<file path="config.mk">
export PLATFORM = sky130hd
export DESIGN_NAME = trellis_top
export DESIGN_NICKNAME = d
export VERILOG_FILES = /design/src/trellis_pkg.sv /design/src/trellis_bus_decode.sv /design/src/trellis_reset_gen.sv /design/src/trellis_dac_channel.sv /design/src/trellis_read_mux.sv /design/src/trellis_top.sv
export VERILOG_INCLUDE_DIRS = /design/src /design/src/src
export SDC_FILE = /design/constraint.sdc
export NUM_CORES = 1
export LEC_CHECK = 0
export ABC_AREA = 1
export BUFFER_PORTS_ARGS = -buffer_cell sky130_fd_sc_hd__buf_2
export CAP_MARGIN = 5
export CORE_MARGIN = 2
export CORE_UTILIZATION = 38
export CTS_BUF_LIST = sky130_fd_sc_hd__clkbuf_4 sky130_fd_sc_hd__clkbuf_8
export DETAILED_ROUTE_END_ITERATION = 10
export PLACE_DENSITY_LB_ADDON = 0.12
export SLEW_MARGIN = 20
export SYNTH_ARGS = -nofsm -noshare
export SYNTH_HDL_FRONTEND = slang
export SYNTH_SLANG_ARGS = --single-unit
</file>
<file path="constraint.sdc">
create_clock -name ck933 -period 4.5 [get_ports ck933]
set_input_delay 0.9 -clock ck933 [delete_from_list [all_inputs] [get_ports ck933]]
set_output_delay 0.9 -clock ck933 [all_outputs]
set_load 0.03 [all_outputs]
</file>
<file path="src/trellis_macros.svh">
// trellis host bus definitions
`ifndef TRELLIS_MACROS_SVH
`define TRELLIS_MACROS_SVH

//**************************************************************************
// version and bus address map
//**************************************************************************

`define TRELLIS_VERSION  16'h0032
`define ADDR_MSB         11        // bus words are 16 bits, so no addr bit 0

// space codes live in address bits 11:8
`define SPACE_MISC       4'd0
`define SPACE_DAC0       4'd1
`define SPACE_DAC1       4'd2
`define SPACE_DAC2       4'd3

// byte offsets inside misc space
`define MISC_VERSION     12'h002
`define MISC_RESET       12'h004

//**************************************************************************
// DAC channel configuration fields
//**************************************************************************

`define CFG_ENABLE_BIT   0         // low half
`define CFG_FORCE_BIT    1         // low half
`define CFG_CODE_LSB     16        // forced code, word bits 29:16
`define DAC_MIDSCALE     14'h2000

`define RESET_STRETCH    6         // cycles held after the last request

`endif

</file>
<file path="src/trellis_pkg.sv">
// trellis shared types
package trellis_pkg;

  // processor bus word
  typedef logic [15:0] bus_word_t;

  // sample from the demod side, two's complement
  typedef logic signed [17:0] dac_sample_t;

  // offset binary code on the DAC pins
  typedef logic [13:0] dac_code_t;

  // channel config register
  // the bus sees two halves, the channel datapath sees one word
  typedef union packed {
    logic [31:0] word;
    struct packed {
      bus_word_t hi;   // addr bit 1 set
      bus_word_t lo;   // addr bit 1 clear
    } half;
  } cfg_reg_u;

endpackage

</file>
<file path="src/trellis_bus_decode.sv">
// host bus address decode
`timescale 1ns/1ps
`include "trellis_macros.svh"

module trellis_bus_decode (
  input  logic               ncs_i,
  input  logic               nwe_i,
  input  logic               nrd_i,
  input  logic [`ADDR_MSB:1] addr_i,
  output logic [2:0]         dac_sel_o,
  output logic               wr_lo_o,
  output logic               wr_hi_o,
  output logic               sw_reset_req_o,
  output logic               rd_hi_o,
  output logic               rd_version_o,
  output logic               rd_en_o,
  output logic [3:0]         rd_space_o
);

  logic        cs;
  logic        wr_act;
  logic [3:0]  space;
  logic [11:0] misc_off;
  logic        in_misc;

  //**************************************************************************
  // strobes and space
  //**************************************************************************

  assign cs     = ~ncs_i;
  assign wr_act = cs & ~nwe_i;                  // plain level strobe
  assign space  = addr_i[`ADDR_MSB:8];

  // byte offset within the space
  assign misc_off = {4'h0, addr_i[7:1], 1'b0};  // bit 0 never on the bus
  assign in_misc  = (space == `SPACE_MISC);

  //**************************************************************************
  // write side
  //**************************************************************************

  assign dac_sel_o[0] = (space == `SPACE_DAC0);
  assign dac_sel_o[1] = (space == `SPACE_DAC1);
  assign dac_sel_o[2] = (space == `SPACE_DAC2);

  // channels qualify these half strobes with their own select
  assign wr_lo_o = wr_act & ~addr_i[1];
  assign wr_hi_o = wr_act & addr_i[1];

  // held for as long as the write lasts
  assign sw_reset_req_o = wr_act & in_misc & (misc_off == `MISC_RESET);

  //**************************************************************************
  // read side
  //**************************************************************************

  assign rd_en_o      = cs & ~nrd_i;
  assign rd_space_o   = space;
  assign rd_hi_o      = addr_i[1];
  assign rd_version_o = in_misc & (misc_off == `MISC_VERSION);

endmodule

</file>
<file path="src/trellis_reset_gen.sv">
// core reset stretcher
`timescale 1ns/1ps
`include "trellis_macros.svh"

module trellis_reset_gen (
  input  logic ck933,
  input  logic rs,
  input  logic sw_reset_req_i,
  output logic core_reset_o
);

  localparam int cnt_w = $clog2(`RESET_STRETCH + 1);

  logic [cnt_w-1:0] stretch_cnt;

  //**************************************************************************
  // stretch counter
  //**************************************************************************

  // reloads every cycle the request is seen, then runs down to zero
  always_ff @(posedge ck933 or posedge rs) begin
    if (rs) begin
      stretch_cnt <= '0;
    end else if (sw_reset_req_i) begin
      stretch_cnt <= cnt_w'(`RESET_STRETCH);
    end else if (stretch_cnt != '0) begin
      stretch_cnt <= stretch_cnt - cnt_w'(1);
    end
  end

  // external reset passes straight through
  assign core_reset_o = rs | (stretch_cnt != '0);

  // a request seen on an edge must hold the core in reset on the next one,
  // and the release waits for the full stretch after the request drops
  req_to_reset_a : assert property (
    @(posedge ck933) disable iff (rs)
    sw_reset_req_i |=> core_reset_o
  ) else $error("core reset missing after software reset request");

  stretch_len_a : assert property (
    @(posedge ck933) disable iff (rs)
    $fell(sw_reset_req_i) |-> core_reset_o [*`RESET_STRETCH]
  ) else $error("core reset released before the stretch ran out");

endmodule

</file>
<file path="src/trellis_dac_channel.sv">
// dac output channel
`timescale 1ns/1ps
`include "trellis_macros.svh"

module trellis_dac_channel (
  input  logic                     ck933,
  input  logic                     rs,
  input  logic                     core_reset_i,
  input  logic                     sel_i,
  input  logic                     wr_lo_i,
  input  logic                     wr_hi_i,
  input  logic                     sample_en_i,
  input  trellis_pkg::bus_word_t   data_i,
  input  trellis_pkg::dac_sample_t sample_i,
  output trellis_pkg::cfg_reg_u    cfg_o,
  output trellis_pkg::dac_code_t   dac_d_o
);

  import trellis_pkg::*;

  cfg_reg_u  cfg_q;
  dac_code_t code_nxt;

  //**************************************************************************
  // configuration register
  //**************************************************************************

  always_ff @(posedge ck933 or posedge rs) begin
    if (rs) begin
      cfg_q.word <= '0;
    end else if (core_reset_i) begin
      cfg_q.word <= '0;                         // software reset clears too
    end else begin
      if (sel_i && wr_lo_i) begin
        cfg_q.half.lo <= data_i;
      end
      if (sel_i && wr_hi_i) begin
        cfg_q.half.hi <= data_i;
      end
    end
  end

  assign cfg_o = cfg_q;

  //**************************************************************************
  // sample formatting
  //**************************************************************************

  always_comb begin
    if (cfg_q.word[`CFG_FORCE_BIT]) begin
      code_nxt = cfg_q.word[`CFG_CODE_LSB +: $bits(dac_code_t)];  // forced code
    end else if (cfg_q.word[`CFG_ENABLE_BIT]) begin
      // top 14 bits with the msb flipped for offset binary
      code_nxt = {~sample_i[17], sample_i[16:4]};
    end else begin
      code_nxt = `DAC_MIDSCALE;
    end
  end

  // output register
  always_ff @(posedge ck933 or posedge rs) begin
    if (rs) begin
      dac_d_o <= `DAC_MIDSCALE;
    end else if (core_reset_i) begin
      dac_d_o <= `DAC_MIDSCALE;
    end else if (sample_en_i) begin
      dac_d_o <= code_nxt;
    end
  end

  // pins sit at mid-scale when the reset generator lets go
  midscale_after_reset_a : assert property (
    @(posedge ck933) disable iff (rs)
    $fell(core_reset_i) |-> (dac_d_o == `DAC_MIDSCALE)
  ) else $error("dac output not mid-scale after reset: %h", dac_d_o);

endmodule

</file>
<file path="src/trellis_read_mux.sv">
// processor read data mux
`timescale 1ns/1ps
`include "trellis_macros.svh"

module trellis_read_mux (
  input  logic                   rd_en_i,
  input  logic                   rd_hi_i,
  input  logic                   rd_version_i,
  input  logic [3:0]             rd_space_i,
  input  trellis_pkg::cfg_reg_u  cfg0_i,
  input  trellis_pkg::cfg_reg_u  cfg1_i,
  input  trellis_pkg::cfg_reg_u  cfg2_i,
  output trellis_pkg::bus_word_t data_o,
  output logic                   data_oe_o
);

  import trellis_pkg::*;

  cfg_reg_u cfg_sel;
  logic     cfg_hit;

  //**************************************************************************
  // channel select
  //**************************************************************************

  always_comb begin
    cfg_sel = '0;
    cfg_hit = 1'b0;
    case (rd_space_i)
      `SPACE_DAC0: begin
        cfg_sel = cfg0_i;
        cfg_hit = 1'b1;
      end
      `SPACE_DAC1: begin
        cfg_sel = cfg1_i;
        cfg_hit = 1'b1;
      end
      `SPACE_DAC2: begin
        cfg_sel = cfg2_i;
        cfg_hit = 1'b1;
      end
      default: begin
        cfg_hit = 1'b0;                         // misc or unmapped
      end
    endcase
  end

  //**************************************************************************
  // output word
  //**************************************************************************

  always_comb begin
    if (rd_version_i) begin
      data_o = `TRELLIS_VERSION;
    end else if (cfg_hit) begin
      data_o = rd_hi_i ? cfg_sel.half.hi : cfg_sel.half.lo;
    end else begin
      data_o = '0;                              // unmapped reads as zero
    end
  end

  assign data_oe_o = rd_en_i;                   // drive the pads only on reads

endmodule

</file>
<file path="src/trellis_top.sv">
// trellis host bus and dac top level
`timescale 1ns/1ps
`include "trellis_macros.svh"

module trellis_top (
  input  logic                     ck933,
  input  logic                     rs,
  input  logic                     ncs_i,
  input  logic                     nwe_i,
  input  logic                     nrd_i,
  input  logic [`ADDR_MSB:1]       addr_i,
  input  trellis_pkg::bus_word_t   data_i,
  input  logic                     sample0_en_i,
  input  logic                     sample1_en_i,
  input  logic                     sample2_en_i,
  input  trellis_pkg::dac_sample_t sample0_i,
  input  trellis_pkg::dac_sample_t sample1_i,
  input  trellis_pkg::dac_sample_t sample2_i,
  output trellis_pkg::bus_word_t   data_o,
  output logic                     data_oe_o,
  output trellis_pkg::dac_code_t   dac0_d_o,
  output trellis_pkg::dac_code_t   dac1_d_o,
  output trellis_pkg::dac_code_t   dac2_d_o,
  output logic                     dac_rst_o
);

  import trellis_pkg::*;

  logic       wr_lo;
  logic       wr_hi;
  logic       sw_reset_req;
  logic       core_reset;
  logic [2:0] dac_sel;
  logic       rd_en;
  logic       rd_hi;
  logic       rd_version;
  logic [3:0] rd_space;
  cfg_reg_u   cfg0;
  cfg_reg_u   cfg1;
  cfg_reg_u   cfg2;

  //**************************************************************************
  // bus decode and reset
  //**************************************************************************

  trellis_bus_decode u_bus_decode (
    .ncs_i          (ncs_i),
    .nwe_i          (nwe_i),
    .nrd_i          (nrd_i),
    .addr_i         (addr_i),
    .dac_sel_o      (dac_sel),
    .wr_lo_o        (wr_lo),
    .wr_hi_o        (wr_hi),
    .sw_reset_req_o (sw_reset_req),
    .rd_hi_o        (rd_hi),
    .rd_version_o   (rd_version),
    .rd_en_o        (rd_en),
    .rd_space_o     (rd_space)
  );

  trellis_reset_gen u_reset_gen (
    .ck933          (ck933),
    .rs             (rs),
    .sw_reset_req_i (sw_reset_req),
    .core_reset_o   (core_reset)
  );

  assign dac_rst_o = core_reset;                // DAC chip follows the core

  //**************************************************************************
  // dac channels
  //**************************************************************************

  trellis_dac_channel u_dac0 (
    .ck933 (ck933), .rs (rs), .core_reset_i (core_reset),
    .sel_i (dac_sel[0]), .wr_lo_i (wr_lo), .wr_hi_i (wr_hi),
    .sample_en_i (sample0_en_i), .data_i (data_i), .sample_i (sample0_i),
    .cfg_o (cfg0), .dac_d_o (dac0_d_o)
  );

  trellis_dac_channel u_dac1 (
    .ck933 (ck933), .rs (rs), .core_reset_i (core_reset),
    .sel_i (dac_sel[1]), .wr_lo_i (wr_lo), .wr_hi_i (wr_hi),
    .sample_en_i (sample1_en_i), .data_i (data_i), .sample_i (sample1_i),
    .cfg_o (cfg1), .dac_d_o (dac1_d_o)
  );

  trellis_dac_channel u_dac2 (
    .ck933 (ck933), .rs (rs), .core_reset_i (core_reset),
    .sel_i (dac_sel[2]), .wr_lo_i (wr_lo), .wr_hi_i (wr_hi),
    .sample_en_i (sample2_en_i), .data_i (data_i), .sample_i (sample2_i),
    .cfg_o (cfg2), .dac_d_o (dac2_d_o)
  );

  //**************************************************************************
  // read back
  //**************************************************************************

  trellis_read_mux u_read_mux (
    .rd_en_i      (rd_en),
    .rd_hi_i      (rd_hi),
    .rd_version_i (rd_version),
    .rd_space_i   (rd_space),
    .cfg0_i       (cfg0),
    .cfg1_i       (cfg1),
    .cfg2_i       (cfg2),
    .data_o       (data_o),
    .data_oe_o    (data_oe_o)
  );

endmodule

</file>
After elaboration in Yosys (flattened, before gate mapping)
Index checks and enable logic that the tools add are counted.

Add/subtract/negate cells: 1. Equal/unequal tests: 5. Muxes and demuxes: 28. Bitwise logic cells: 15. Reduce and logical (&&, ||, !) cells: 19.

Operators by type and width (count): 2-to-1 mux 14 bit (12); 2-to-1 mux 16 bit (9); 2-to-1 mux 32 bit (3); case mux 32 bit (3 select lines) (1); nonzero test 2 bit (10); == test 4 x 2 -> 1 bit (second input constant) (2); bitwise AND 1 bit (7); == test 7 x 1 -> 1 bit (second input constant) (1); == test 7 x 2 -> 1 bit (second input constant) (1); inverter 1 bit (7); logical AND 1 bit (6); 2-to-1 mux 3 bit (2); == test 4 x 1 -> 1 bit (second input constant) (1); logical NOT 4 bit (1); nonzero test 3 bit (1); OR reduction 3 bit (1); subtractor 3 x 1 -> 3 bit (second input constant) (1); 2-to-1 mux 1 bit (1); bitwise OR 1 bit (1).

Flip-flop bits (word level): 141. Bits of input ports: 89. Output and inout bits: 60. Word-level logic and storage cells: 78.

Longest topological paths before layout
Depth in word-level cells: 6. Gate-level depth with buffers: 10. Gate-level depth less buffers: 8.

Modules after synthesis
A second synthesis with hierarchy kept.

Cells, all modules: 1149. Area total of the unflattened synthesis: 7976.4 um^2.

By module, submodules not included: trellis_dac_channel (instances 3, cells an instance 285, area an instance 2167.1 um^2); trellis_read_mux (instances 1, cells an instance 235, area an instance 1113.6 um^2); trellis_reset_gen (instances 1, cells an instance 24, area an instance 181.4 um^2); trellis_bus_decode (instances 1, cells an instance 35, area an instance 180.2 um^2).

Worst setup path before layout
Ideal clock, no wire load.

Path kind: input to output. Start: in addr_i[11] (netlist name). End: out data_o[10]. Arrival time: 2028 ps. Setup slack: 1572 ps. Stages on the path: 7. Path buffers: 2. Path through: nor2_4 > buf_4 > buf_2 > nand3_1 > nand2_1 > nor2_1 > nor2_1.

Word-level cells in the longest chain between the ends: 5.

Ends and longest elaborated chain: start: declaration (line trellis_top.sv:11) `` input logic [`ADDR_MSB:1] addr_i, ``; == test 4 x 2 -> 1 bit or == test 4 x 1 -> 1 bit (tied branches) (line trellis_read_mux.sv:29) `case (rd_space_i)`; case mux 32 bit (3 select lines) or OR reduction 3 bit (tied branches); 2-to-1 mux 16 bit or 2-to-1 mux 1 bit (tied branches) (line trellis_read_mux.sv:56, trellis_read_mux.sv:29); 2-to-1 mux 16 bit (line trellis_read_mux.sv:55) `end else if (cfg_hit) begin`; 2-to-1 mux 16 bit * (line trellis_read_mux.sv:53) `if (rd_version_i) begin`; end: declaration (line trellis_top.sv:19) `output trellis_pkg::bus_word_t data_o,`.

Mark *: on every way between the ends. The rest lies on a longest branch, timed or not.

Worst setup path after layout
Start: in addr_i[10] (netlist name). End: out data_o[9].

The elaborated chain is that of the path after synthesis.

==> results.sh <==
export IMPL_required_ps=3600
export IMPL_io_pins=149
export IMPL_placed_cells=1152
export IMPL_max_stage_delay_ps=680
export IMPL_clk_latency_ps=450
export IMPL_hold_buffers=0
export IMPL_grt_pass1_wl_um=32790
export IMPL_syn2layout_area_growth_pct=15.37
export IMPL_first_pass_iters=5
export IMPL_grt_use_total_pct=21.92
export IMPL_final_fill_count=1893
export IMPL_syn_nets=929
export IMPL_ys_types=26
export IMPL_cp_max_fo=16
export IMPL_p_total_uw=3130
export IMPL_leakagePower_uw=0.003909
export IMPL_antenna_found_initial=0
export IMPL_grt_pass1_vias=5588
export IMPL_drt_iter0_drc=465
export IMPL_cts_max_level=4
export IMPL_period_minus_slack_ps=3530
export IMPL_ys_seq_elements=141
export IMPL_crit_type="in2out"
export IMPL_layout_drive_gt1_share_pct=21.68
export IMPL_diodes=0
export IMPL_grt_ovfl_total=0
export IMPL_core_area_um2=17960
export IMPL_path_delay_family="simple AND/OR/NAND/NOR gates"
export IMPL_hp_class="reg2reg"
export IMPL_routed_wl_um=21120
export IMPL_post_cts_resized=0
export IMPL_setup_viol=0
export IMPL_power_density_nw_per_um2=391.2
export IMPL_drc=0
export IMPL_tightest_slew_ps=859.3
export IMPL_setup_ws_ps=970.2
export IMPL_syn_area_um2=6935
export IMPL_wire_per_inst_um=17.84
export IMPL_slew_violations=0
export IMPL_cts_path_max_buffers=2
export IMPL_die_area_um2=19350
export IMPL_slowest_stage="nor2_2"
export IMPL_syn_avg_cell_area_um2=8.276
export IMPL_vias=6130
export IMPL_period_share_pct=78.44
export IMPL_yosysSeqAreaShare_pct=50.93
export IMPL_syn_inst=838
export IMPL_post_cts_buffers=0
export IMPL_skew_ps=10.68
export IMPL_portBuffers=136
export IMPL_die_h_um=139.1
export IMPL_die_w_um=139.1
export IMPL_dp_hpwl_um=14340
export IMPL_arrival_ps=2630
export IMPL_cts_tree="yes"
export IMPL_rsz0062_at_grt="false"
export IMPL_max_vdd_ir_drop_v=0.0002171
export IMPL_rows=49
export IMPL_hold_violations=0
export IMPL_initial_utilization_pct=38.61
export IMPL_dp_slack_ps=1020
export IMPL_finalSetupTns_ps=0
export IMPL_grt_max_degree=142
export IMPL_cp_cell_sequence="buf_2, inv_1, nand2_1, nor2_2, nand2_1, nand3_1, nor2_1, nor2_1, buf_2"
export IMPL_vias_per_cell=5.177
export IMPL_numCtsBuffers=17
export IMPL_cap_violations=0
export IMPL_timing_fmax_mhz=283.3
export IMPL_fin_nets=1033
export IMPL_clk_transition_reported_paths_ps=80
export IMPL_slew_headroom_pct=42.65
export IMPL_end_kind="output pin"
export IMPL_cp_start_kind="input pin"
export IMPL_final_cells=1184
export IMPL_cts_sinks=141
export IMPL_clockRootBuffer="clkbuf_8"
export IMPL_place_congestion=0.8283
export IMPL_ant_nets=0
export IMPL_synth_yosys_warnings=0
export IMPL_status="finished clean"
export IMPL_cp_num_buf_inv=3
[kinds of logic (layout without fill, tap and decap cells)]
group                      count (synthesis)  after routing  share of synthesized area, %
AOI/OAI and AO/OA                        197            197                         16.04
and+or+nand+nor                          383            383                         24.36
adders and majority gates                  2              2                        0.3608
xor gates and xnor gates                   1              1                        0.1263
buffers and inverters                    114            231                         8.191
DFF                                      141            141                         50.93
[cell type report]
class	count	area (µm²)	share of cell area, %
Clock buffer	17	234.0	2.924
Clock inverter	15	148.9	1.861
Inverter	56	219.0	2.737
Multi-Input combinational cell	583	2835	35.43
Sequential cell	141	3532	44.14
Tap cell	229	286.5	3.581
Timing Repair Buffer	143	745.7	9.320
[cells in the mapped netlist]
cell	number	share of area, %
nand2_1	205	11
dfrtp_1	138	50
nand3_1	107	7.7
o21ai_0	71	5.1
o21ai_1	66	4.8
inv_1	50	2.7
nor2_1	45	2.4
a22oi_1	26	2.8
o211ai_1	24	2.6
clkbuf_1	20	1.1
buf_2	18	1.3
buf_4	10	1.1
buf_6	10	1.6
nor2_4	10	1.6
a21oi_1	9	0.65
nor2_2	8	0.72
inv_2	5	0.27
dfstp_2	3	1.1
nand2_2	3	0.27
nor3_1	3	0.22
ha_1	2	0.36
a31oi_1	1	0.090
inv_6	1	0.13
nand2_4	1	0.16
nand3b_1	1	0.11
xor2_1	1	0.13
[worst min-delay path, stage by stage (launching register included)]
cell and delay, ps:
dfrtp_1 350, nand2_1 50, o21ai_0 60
[registers in the layout, indices dropped and copies added (netlist names)]
name	flops
u_reset_gen.stretch_cnt	3
u_dac1.dac_d_o	14
u_dac2.cfg_o	32
u_dac2.dac_d_o	14
u_dac1.cfg_o	32
u_dac0.dac_d_o	14
u_dac0.cfg_o	32
[report_power, final]
| part | internal, µW | total [µW] | switching (µW) |
|---|---|---|---|
| Combinational | 164 | 613 | 449 |
| Clock | 489 | 1020 | 527 |
| Sequential | 1390 | 1500 | 110 |
[layer usage]
metal	global-route usage, %	routed length, µm	up-vias
li1	-	-	3011
met1	32.01	9877	2926
met2	33.06	9886	168
met3	5.076	1093	25
met4	5.476	262	0
met5	0	0	-
[path summary, 6_finish.rpt]
| kind | depth (start not counted) | start | slack [ps] | to |
|---|---|---|---|---|
| worst max-delay path | 9 | addr_i[10] | 970 | data_o[9] |
| max in group asynchronous | 3 | rs | 3220 | u_dac1.cfg_o[3] |
| min in group asynchronous | 3 | rs | 660 | u_reset_gen.stretch_cnt[0] |
| worst min register to register | 2 | u_dac1.dac_d_o[4] | 480 | u_dac1.dac_d_o[4] |
| worst min-delay path | 2 | u_dac1.dac_d_o[4] | 480 | u_dac1.dac_d_o[4] |
| worst max register to register | 7 | u_reset_gen.stretch_cnt[0] | 2360 | u_dac1.dac_d_o[5] |
[per-stage QoR]
stage	util [%]	instance area, µm²	hold WS [ps]
finish	44.54	8001	481.7
global route	44.54	8001	514.2
floorplan	-	6939	453.8
global placement	42.41	7619	462.5
CTS	44.54	8001	488.8
detailed placement	42.41	7619	468.5
[layout by cell type, fill, tap and decap left out, types with 5 or more instances in the layout]
| cell | count |
|---|---|
| a21oi_1 | 9 |
| nor2_4 | 10 |
| buf_4 | 6 |
| o211ai_1 | 24 |
| nor2_1 | 45 |
| o21ai_1 | 66 |
| nand2_1 | 205 |
| nand3_1 | 107 |
| clkinv_2 | 5 |
| a22oi_1 | 26 |
| dfrtp_1 | 138 |
| buf_2 | 136 |
| nor2_2 | 8 |
| o21ai_0 | 71 |
| inv_1 | 49 |
| clkinvlp_4 | 6 |
| clkbuf_8 | 17 |
| inv_2 | 5 |
Note: power is estimated with default switching activity, not from simulation.
